<file path="config.mk">
export PLATFORM = sky130hd
export DESIGN_NAME = taint_mul_top
export DESIGN_NICKNAME = d
export VERILOG_FILES = /design/src/mul_pkg.sv /design/src/mul_datapath.sv /design/src/mul_result.sv /design/src/mul_sequencer.sv /design/src/taint_mul_top.sv
export VERILOG_INCLUDE_DIRS = /design/src
export SDC_FILE = /design/constraint.sdc
export NUM_CORES = 1
export LEC_CHECK = 0
export BUFFER_PORTS_ARGS = -buffer_cell sky130_fd_sc_hd__buf_2
export CAP_MARGIN = 0
export CORE_MARGIN = 1.5
export CORE_UTILIZATION = 36
export DETAILED_ROUTE_END_ITERATION = 7
export GPL_TIMING_DRIVEN = 0
export REMOVE_ABC_BUFFERS = 1
export SLEW_MARGIN = 20
export SYNTH_ARGS = -nofsm -noshare
export SYNTH_HDL_FRONTEND = slang
export SYNTH_SLANG_ARGS = --single-unit
export TNS_END_PERCENT = 5
</file>
<file path="constraint.sdc">
create_clock -name clk -period 1.8 [get_ports clk]
set_input_delay 0.27 -clock clk [delete_from_list [all_inputs] [get_ports clk]]
set_output_delay 0.27 -clock clk [all_outputs]
set_load 0.01 [all_outputs]
</file>
<file path="src/mul_cfg.svh">
//====================================================================
// Operand width and testbench run length for the taint-tracking
// shift-add multiplier
//====================================================================

`ifndef MUL_CFG_SVH
`define MUL_CFG_SVH

// Operand width in bits
// The sum register is 2*MUL_WIDTH+1 wide to keep the add carry
`define MUL_WIDTH 4

// Random multiplications per testbench run
`define MUL_TB_ITERS 200

`endif

</file>
<file path="src/mul_pkg.sv">
//====================================================================
// Word types and sequencer state for the taint-tracking multiplier
//====================================================================

`default_nettype none

`include "mul_cfg.svh"

package mul_pkg;

    // Operands, operand taint and the multiplier register
    typedef logic [`MUL_WIDTH-1:0] op_word_t;

    // Multiplicand and running sum, one spare bit for the add carry
    typedef logic [2*`MUL_WIDTH:0] acc_word_t;

    // Finished product and its taint
    typedef logic [2*`MUL_WIDTH-1:0] prod_word_t;

    // Sequencer states
    typedef enum logic [2:0] {
        IDLE,
        LOAD,
        ADD,
        SHIFT,
        FINISH
    } seq_state_t;

endpackage

`default_nettype wire

</file>
<file path="src/mul_datapath.sv">
//====================================================================
// Multiplier datapath: multiplicand, multiplier and running-sum
// registers with shadow taint and carry-taint tracking
//====================================================================

`timescale 1ns/1ns
`default_nettype none

`include "mul_cfg.svh"

module mul_datapath (
    input  wire                     clk,
    input  wire                     rst,
    input  wire mul_pkg::op_word_t  multiplier,
    input  wire mul_pkg::op_word_t  multiplier_t,
    input  wire mul_pkg::op_word_t  multiplicand,
    input  wire mul_pkg::op_word_t  multiplicand_t,
    input  wire                     mdld,
    input  wire                     mdld_t,
    input  wire                     mrld,
    input  wire                     mrld_t,
    input  wire                     rsclear,
    input  wire                     rsclear_t,
    input  wire                     rsload,
    input  wire                     rsload_t,
    input  wire                     rsshr,
    input  wire                     rsshr_t,
    output mul_pkg::op_word_t       multiplier_reg,
    output mul_pkg::acc_word_t      run_sum,
    output mul_pkg::acc_word_t      run_sum_t
);
    import mul_pkg::*;

    localparam int ACC_W = 2 * `MUL_WIDTH + 1;

    acc_word_t multiplicand_reg;
    acc_word_t multiplicand_reg_t;
    acc_word_t carry;
    acc_word_t carry_t;
    acc_word_t md_ctrl_t;
    acc_word_t sum_ctrl_t;

    // Strobe taint spreads over the whole register it acts on
    assign md_ctrl_t  = {ACC_W{mdld_t}};
    assign sum_ctrl_t = {ACC_W{rsclear_t | rsload_t | rsshr_t}};

    //==================================================================
    // Carry chain and carry taint of multiplicand + running sum
    //==================================================================
    always_comb begin
        carry   = '0;
        carry_t = '0;
        for (int i = 0; i < ACC_W - 1; i++) begin
            if ((multiplicand_reg[i] & run_sum[i]) |
                (multiplicand_reg[i] & carry[i]) |
                (run_sum[i] & carry[i])) begin
                // Real carry out of bit i, tainted by either operand bit
                carry[i+1]   = 1'b1;
                carry_t[i+1] = multiplicand_reg_t[i] | run_sum_t[i];
            end
        end
    end

    //==================================================================
    // Operand registers
    //==================================================================
    always_ff @(posedge clk) begin
        if (rst) begin
            multiplicand_reg   <= '0;
            multiplicand_reg_t <= '0;
        end else if (mdld) begin
            // Multiplicand sits in the upper half
            multiplicand_reg   <= {1'b0, multiplicand, {`MUL_WIDTH{1'b0}}};
            multiplicand_reg_t <= {1'b0, multiplicand_t, {`MUL_WIDTH{1'b0}}} | md_ctrl_t;
        end else begin
            multiplicand_reg_t <= multiplicand_reg_t | md_ctrl_t;
        end
    end

    always_ff @(posedge clk) begin
        if (rst) begin
            multiplier_reg <= '0;
        end else if (mrld) begin
            multiplier_reg <= multiplier;
        end
    end

    //==================================================================
    // Running sum
    //==================================================================
    always_ff @(posedge clk) begin
        if (rst) begin
            run_sum   <= '0;
            run_sum_t <= '0;
        end else if (rsclear) begin
            run_sum   <= '0;
            run_sum_t <= sum_ctrl_t;
        end else if (rsload) begin
            run_sum   <= run_sum + multiplicand_reg;
            run_sum_t <= run_sum_t | multiplicand_reg_t | carry_t | sum_ctrl_t;
        end else if (rsshr) begin
            // Unsigned sum, so the top bit fills with zero
            run_sum   <= run_sum >>> 1;
            run_sum_t <= (run_sum_t >>> 1) | sum_ctrl_t;
        end else begin
            run_sum_t <= run_sum_t | sum_ctrl_t;
        end
    end

endmodule

`default_nettype wire

</file>
<file path="src/mul_result.sv">
//====================================================================
// Product capture register with taint and summary taint flag
//====================================================================

`timescale 1ns/1ns
`default_nettype none

`include "mul_cfg.svh"

module mul_result (
    input  wire                     clk,
    input  wire                     rst,
    input  wire                     finish,
    input  wire mul_pkg::acc_word_t run_sum,
    input  wire mul_pkg::acc_word_t run_sum_t,
    output mul_pkg::prod_word_t     product,
    output mul_pkg::prod_word_t     product_t,
    output logic                    product_tainted,
    output logic                    done
);
    localparam int PROD_W = 2 * `MUL_WIDTH;

    // Carry bit of the sum is dropped, product holds until next finish
    always_ff @(posedge clk) begin
        if (rst) begin
            product   <= '0;
            product_t <= '0;
            done      <= 1'b0;
        end else begin
            done <= finish;
            if (finish) begin
                product   <= run_sum[PROD_W-1:0];
                product_t <= run_sum_t[PROD_W-1:0];
            end
        end
    end

    // Any tainted product bit flags the whole result
    assign product_tainted = |product_t;

endmodule

`default_nettype wire

</file>
<file path="src/mul_sequencer.sv">
//====================================================================
// Multiplier control FSM: load, add/skip and shift strobes, each
// with a shadow taint taken from the start strobe
//====================================================================

`timescale 1ns/1ns
`default_nettype none

`include "mul_cfg.svh"

module mul_sequencer (
    input  wire                    clk,
    input  wire                    rst,
    input  wire                    start,
    input  wire                    start_t,
    input  wire mul_pkg::op_word_t multiplier_reg,
    output logic                   mdld,
    output logic                   mdld_t,
    output logic                   mrld,
    output logic                   mrld_t,
    output logic                   rsclear,
    output logic                   rsclear_t,
    output logic                   rsload,
    output logic                   rsload_t,
    output logic                   rsshr,
    output logic                   rsshr_t,
    output logic                   finish,
    output logic                   busy
);
    import mul_pkg::*;

    localparam int IDX_W = (`MUL_WIDTH > 1) ? $clog2(`MUL_WIDTH) : 1;
    localparam logic [IDX_W-1:0] LAST_IDX = IDX_W'(`MUL_WIDTH - 1);

    seq_state_t       state;
    logic [IDX_W-1:0] bit_idx;
    logic             ctrl_taint;
    logic             strobe_t;

    //==================================================================
    // State register
    //==================================================================
    always_ff @(posedge clk) begin
        if (rst) begin
            state      <= IDLE;
            bit_idx    <= '0;
            ctrl_taint <= 1'b0;
        end else begin
            case (state)
                IDLE: begin
                    // start is only looked at here
                    if (start) begin
                        state      <= LOAD;
                        ctrl_taint <= start_t;
                    end
                end
                LOAD: begin
                    state   <= ADD;
                    bit_idx <= '0;
                end
                ADD: begin
                    state <= SHIFT;
                end
                SHIFT: begin
                    if (bit_idx == LAST_IDX) begin
                        state <= FINISH;
                    end else begin
                        bit_idx <= bit_idx + 1'b1;
                        state   <= ADD;
                    end
                end
                FINISH: begin
                    state <= IDLE;
                end
                default: begin
                    state <= IDLE;
                end
            endcase
        end
    end

    //==================================================================
    // Strobe decode
    //==================================================================
    assign busy     = (state != IDLE);
    assign strobe_t = busy & ctrl_taint;

    // Operand loads and sum clear share the LOAD cycle
    assign mdld    = (state == LOAD);
    assign mrld    = (state == LOAD);
    assign rsclear = (state == LOAD);

    // Add only when the current multiplier bit is set
    assign rsload = (state == ADD) & multiplier_reg[bit_idx];
    assign rsshr  = (state == SHIFT);
    assign finish = (state == FINISH);

    // A tainted start taints every strobe of that multiplication
    assign mdld_t    = strobe_t;
    assign mrld_t    = strobe_t;
    assign rsclear_t = strobe_t;
    assign rsload_t  = strobe_t;
    assign rsshr_t   = strobe_t;

endmodule

`default_nettype wire

</file>
<file path="src/taint_mul_top.sv">
//====================================================================
// Taint-tracking multiplier top: sequencer, datapath, result stage
//====================================================================

`timescale 1ns/1ns
`default_nettype none

module taint_mul_top (
    input  wire                     clk,
    input  wire                     rst,
    input  wire                     start,
    input  wire                     start_t,
    input  wire mul_pkg::op_word_t  multiplier,
    input  wire mul_pkg::op_word_t  multiplier_t,
    input  wire mul_pkg::op_word_t  multiplicand,
    input  wire mul_pkg::op_word_t  multiplicand_t,
    output mul_pkg::prod_word_t     product,
    output mul_pkg::prod_word_t     product_t,
    output logic                    product_tainted,
    output logic                    done,
    output logic                    busy
);
    import mul_pkg::*;

    // Strobes and their taint twins
    logic mdld;
    logic mdld_t;
    logic mrld;
    logic mrld_t;
    logic rsclear;
    logic rsclear_t;
    logic rsload;
    logic rsload_t;
    logic rsshr;
    logic rsshr_t;
    logic finish;

    op_word_t  multiplier_reg;
    acc_word_t run_sum;
    acc_word_t run_sum_t;

    mul_sequencer mul_sequencer_i (
        .clk            (clk),
        .rst            (rst),
        .start          (start),
        .start_t        (start_t),
        .multiplier_reg (multiplier_reg),
        .mdld           (mdld),
        .mdld_t         (mdld_t),
        .mrld           (mrld),
        .mrld_t         (mrld_t),
        .rsclear        (rsclear),
        .rsclear_t      (rsclear_t),
        .rsload         (rsload),
        .rsload_t       (rsload_t),
        .rsshr          (rsshr),
        .rsshr_t        (rsshr_t),
        .finish         (finish),
        .busy           (busy)
    );

    mul_datapath mul_datapath_i (
        .clk            (clk),
        .rst            (rst),
        .multiplier     (multiplier),
        .multiplier_t   (multiplier_t),
        .multiplicand   (multiplicand),
        .multiplicand_t (multiplicand_t),
        .mdld           (mdld),
        .mdld_t         (mdld_t),
        .mrld           (mrld),
        .mrld_t         (mrld_t),
        .rsclear        (rsclear),
        .rsclear_t      (rsclear_t),
        .rsload         (rsload),
        .rsload_t       (rsload_t),
        .rsshr          (rsshr),
        .rsshr_t        (rsshr_t),
        .multiplier_reg (multiplier_reg),
        .run_sum        (run_sum),
        .run_sum_t      (run_sum_t)
    );

    mul_result mul_result_i (
        .clk             (clk),
        .rst             (rst),
        .finish          (finish),
        .run_sum         (run_sum),
        .run_sum_t       (run_sum_t),
        .product         (product),
        .product_t       (product_t),
        .product_tainted (product_tainted),
        .done            (done)
    );

endmodule

`default_nettype wire

</file>
[Yosys cells after proc, flatten, opt, wreduce, memory -nomap -nowiden]
Cells that the tools add are included.
Widths: inputs -> output; s select.
Word-level totals
  register bits after elaboration: 58
Operators by class
  add/sub/neg operators: 2
  $lt $le $gt $ge: 1
  equality and inequality tests: 7
  multiplexer cells: 20
  bitwise logic cells: 29
  reductions and logical operators: 8
Operators with widths (number)
  $mux 9: 6
  $or 9x9->9: 5
  $or 8x9->9: 2
  $and 1x1->1: 12
  $pmux 3 s4: 1
  $or 1x1->1: 10
  $add 9x8->9: 1
  $mux 1: 8
  $reduce_or 8->1: 1
  $eq 3x2->1 const B: 2
  $mux 3: 2
  $ne 2x2->1 const B: 2
  $pmux 2 s2: 1
  $reduce_and 2->1: 2
  $reduce_bool 2->1: 2
  $eq 3x1->1 const B: 1
  $eq 3x3->1 const B: 1
  $logic_not 3->1: 1
  $lt 2x3->1 const B: 1
  $reduce_bool 3->1: 1
  $add 2x1->2 const B: 1
  $bmux 1 s2: 1
  $eq 2x2->1 const B: 1
  $mux 2: 1
  $reduce_or 2->1: 1

[Longest topological paths before layout]
  depth in word-level cells: 18
  gate-level depth with buffers: 7
  depth with buffers taken out: 6

[Modules after synthesis]
Synthesis repeated with hierarchy kept, for this count alone.
Second synthesis, totals
  cells, all modules: 274
  area, all modules: 2667.6 um2
Modules (own cells, without submodules)
  mul_datapath: instances 1, cells an instance 177, area an instance 1674.1 um2
  mul_result: instances 1, cells an instance 57, area an instance 624.3 um2
  mul_sequencer: instances 1, cells an instance 40, area an instance 369.1 um2

[Worst setup path before layout]
Ideal clock, no wire load.
  path type: reg-to-reg
  start point: register mul_datapath_i.run_sum[4]
  end point: register mul_datapath_i.run_sum_t[7]
  library setup time: 129 ps
  data arrival time: 1587 ps
  data required time: 1671 ps
  path slack: 84 ps
  cell stages (with the launch flop): 7
  cell sequence: dfxtp_1 ha_1 fa_1 o21a_1 o22a_1 nor4_1 o31ai_1
On the way
  longest elaborated chain between the ends: 14
  elaborated cells between the ends (all ways): 16
RTL lines
  from (decl): line mul_datapath.sv:29  | output mul_pkg::acc_word_t run_sum,
  from (signal assigned): line mul_datapath.sv:99  | run_sum <= run_sum + multiplicand_reg;
  from (signal assigned): line mul_datapath.sv:103  | run_sum <= run_sum >>> 1;
  $and 1x1->1 (*): line mul_datapath.sv:54  | if ((multiplicand_reg[i] & run_sum[i]) |
  $mux 1 (*): line mul_datapath.sv:54
  $and 1x1->1: line mul_datapath.sv:55  | (multiplicand_reg[i] & carry[i]) |
  $or 1x1->1: line mul_datapath.sv:54
  $or 1x1->1 (*): line mul_datapath.sv:55
  $mux 1 (*): line mul_datapath.sv:54
  $and 1x1->1: line mul_datapath.sv:55
  $or 1x1->1: line mul_datapath.sv:54
  $or 1x1->1 (*): line mul_datapath.sv:55
  $mux 1 (*): line mul_datapath.sv:54
  $or 9x9->9 (*) (2 in a row): line mul_datapath.sv:100  | run_sum_t <= run_sum_t | multiplicand_reg_t | carry_t | sum_ctrl_t;
  $mux 9 (*): line mul_datapath.sv:98  | end else if (rsload) begin
  $mux 9 (*): line mul_datapath.sv:95  | end else if (rsclear) begin
  to (signal assigned): line mul_datapath.sv:97  | run_sum_t <= sum_ctrl_t;
  to (signal assigned): line mul_datapath.sv:100
  to (signal assigned): line mul_datapath.sv:104  | run_sum_t <= (run_sum_t >>> 1) | sum_ctrl_t;
  to (decl): line mul_datapath.sv:30  | output mul_pkg::acc_word_t run_sum_t
Every way passes the cells marked *; elsewhere a longest branch is shown, timed or not.
A chain may end at the register's enable or synchronous reset.

[Final worst setup path]
Same ends and word-level chain as after synthesis.

==> impl_metrics.toml <==
[floorplan]
ios = 39
coreArea_mm2 = 0.006907
start_util_pct = 37.86
die_w_um = 88.23
rows = 30
die_h_um = 88.23
die_area_mm2 = 0.007785

[sta]
finalSetupTns_ns = 0
final-hold-violation-count = 0
fin_crit_ns = 1.717
setup_viol = 0
relSlewSlack_pct = 45.99
skew_ns = 0.003848
grt_setup_unrepaired = "false"
timing.final.crit_share_pct = 95.41
drv_slew = 0
worstMarginPinSlew_ns = 0.8102
fmax_ghz = 0.5823

[drt]
drt-wirelength-per-cell_um = 13.39
vias = 2141
drt_drc_violations_left = 0
routed-wl-met2_mm = 2.436
via_per_inst = 5.014
drt_iter0_drc = 99
top_layer_used = "met4"
met3RoutedLength_um = 271
antenna_left = 0
totalWireLength_mm = 5.717
first_pass_iters = 4
m1WireLength_mm = 2.935

[setup_path]
path_max_fanout = 4
critPathBufInv = 0
arrival_ns = 1.93
crit_required_ns = 2.01
cpMaxStageDelayCell = "fa_2"
worstPathCellList = "ha_2, fa_2, o21a_1, o22a_1, nor4_2, o31ai_1"
critical-path-top-delay-family = "adder cells"
path_class = "reg -> reg"
cp_slowest_stage_delay_ns = 0.42
endpoint_kind = "register"
crit_path_start_kind = "register"

[cts]
cts.clk_slew.worst_paths_ns = 0.06
cts_inserted_buffers = 9
clock-root-buffer = "clkbuf_8"
clk_latency_ns = 0.34
htree_levels = 3
cts_buffer_depth = 2
cts.sinks = 58
cts_tree = "yes"

[placement]
post-dp-hpwl_mm = 3.718
gp_congestion = 0.8444
port_buffers = 34

[synth]
synthTopCellsByArea = "dfxtp_1 (44%), nand2_1 (11%), a21oi_1 (6.9%)"
ys_warn_count = 0
syn_avg_cell_area_um2 = 8.746
synth-seq-cells = 58
synth_top_family_by_area = "simple AND/OR/NAND/NOR gates"
ys_seq_area_share_pct = 44.40
synthMuxAreaShare_pct = 3.684
synth_top_area_share_pct = 44.40
synth-compound-area-share_pct = 20.57
synthArstFlopShare_pct = 0
synth_fa_ha_area_share_pct = 3.158
yosys.area.top_type = "dfxtp_1"
yosysMostFrequentCell = "nand2_1"
synth_xor_area_share_pct = 0.6699
synth.distinct_cells = 50
synthTopCellsByCount = "nand2_1 (80), dfxtp_1 (58), a21oi_1 (36)"
synth_area_mm2 = 0.002615
synthFlopType = "dfxtp_1"
netlist_instances = 299
synthSimpleGateAreaFrac_pct = 22.78
synth_edf_count = 0

[grt]
grt_pass1_wl_mm = 9.542
grt_use_total_pct = 16.09
overflow = 0
grt_pass1_vias = 1933
antenna_found_initial = 0
grt_max_degree = 45

[pwr]
peakVddDrop_uv = 549.6
leakagePower_uw = 0.001263
powerDensity_mw_per_mm2 = 948.1
total_power_uw = 2919

[outcome]
status = "finished, final reports clean"

[final_layout]
top_regs = "mul_datapath_i.multiplicand_reg_t x9, mul_datapath_i.run_sum x9, mul_datapath_i.run_sum_t x9"
n_antenna_cell = 0
nets = 352
synthToLayoutAreaGrowth_pct = 17.75
postLayoutCoreUtil_pct = 44.58
final_layout_size_suffix_gt1_share_pct = 24.77

[min_path]
min_path_type = "in -> reg"

[flow_run]
cap_viol_max_count = 0
worst min-delay path, delay by kind of cell:
| kind | cells | cell delay (ns) |
|---|---|---|
| compound gates | 1 | 0.05 |
| simple gates | 1 | 0.05 |
| buf+inv | 1 | 0.09 |
stage by stage:
stage               worst slack [ns]  instances  hold WS, ns  area, um2
finish                       0.08255        427       0.1701       3079
global route                0.003823        427       0.1639       3079
CTS                          0.01799        424       0.1548       3040
detailed placement           -0.4710        408       0.4362       2785
global placement             -0.4203        408       0.4321       2785
floorplan                    0.01545        278       0.3379       2495
placed cells by master, fill, tap and decap left out, drive strengths merged, types with 2 or more instances in the layout:
master / count
a21o: 2
a2111oi: 4
nor3b: 2
bufinv: 2
and2: 4
xor2: 2
nand3: 11
ha: 5
nand2: 80
nor4: 4
nand2b: 2
nor2b: 2
o41ai: 3
and3: 6
buf: 37
a31oi: 3
a21oi: 36
nor3: 3
clkbuf: 11
mux2: 3
o21ai: 12
o31ai: 2
a211oi: 4
clkinv: 2
dfxtp: 58
nor2: 10
a311oi: 4
mux2i: 4
cells by family (layout without fill, tap and decap cells):
family	after synthesis	in the layout
mux	8	8
xor+xnor	2	2
buf+inv	22	54
compound gates	76	76
simple gates	127	127
fa+ha+maj	6	6
flops	58	58
power breakdown:
part | switching [uW] | internal (uW)
logic | 122 | 93.4
registers | 57.0 | 1320
clock network | 510 | 812
area by class of cell:
type	instances	area (um2)
Sequential cell	58	1167
Tap cell	96	120.1
Fill cell	739	3827
Clock buffer	11	141.4
Timing Repair Buffer	37	192.7
Inverter	1	3.754
Clock inverter	5	77.57
Multi-Input combinational cell	219	1376
routing by layer:
metal	global-route usage, %	up-vias
met3	5.597	8
li1	-	1112
met5	0	-
met4	4.688	0
met1	22.63	972
met2	23.32	49
path summary, 6_finish.rpt:
check                                     endpoint                      start  cells past startpoint  slack, ns
setup / recovery       mul_datapath_i.run_sum_t[7]  mul_datapath_i.run_sum[4]                      6       0.08
hold / removal    mul_datapath_i.multiplier_reg[1]              multiplier[1]                      3       0.17
setup reg to reg       mul_datapath_i.run_sum_t[7]  mul_datapath_i.run_sum[4]                      6       0.08
hold reg to reg            mul_result_i.product[0]    mul_result_i.product[0]                      2       0.45
what timing repair did:
action,in CTS,in global routing
hold buffers,0,0
setup endpoints to repair,48,15
gates resized for setup,9,6
gates cloned,0,0
pin swaps,0,1
setup buffers,0,3
Power figures use the tool's default switching activity.
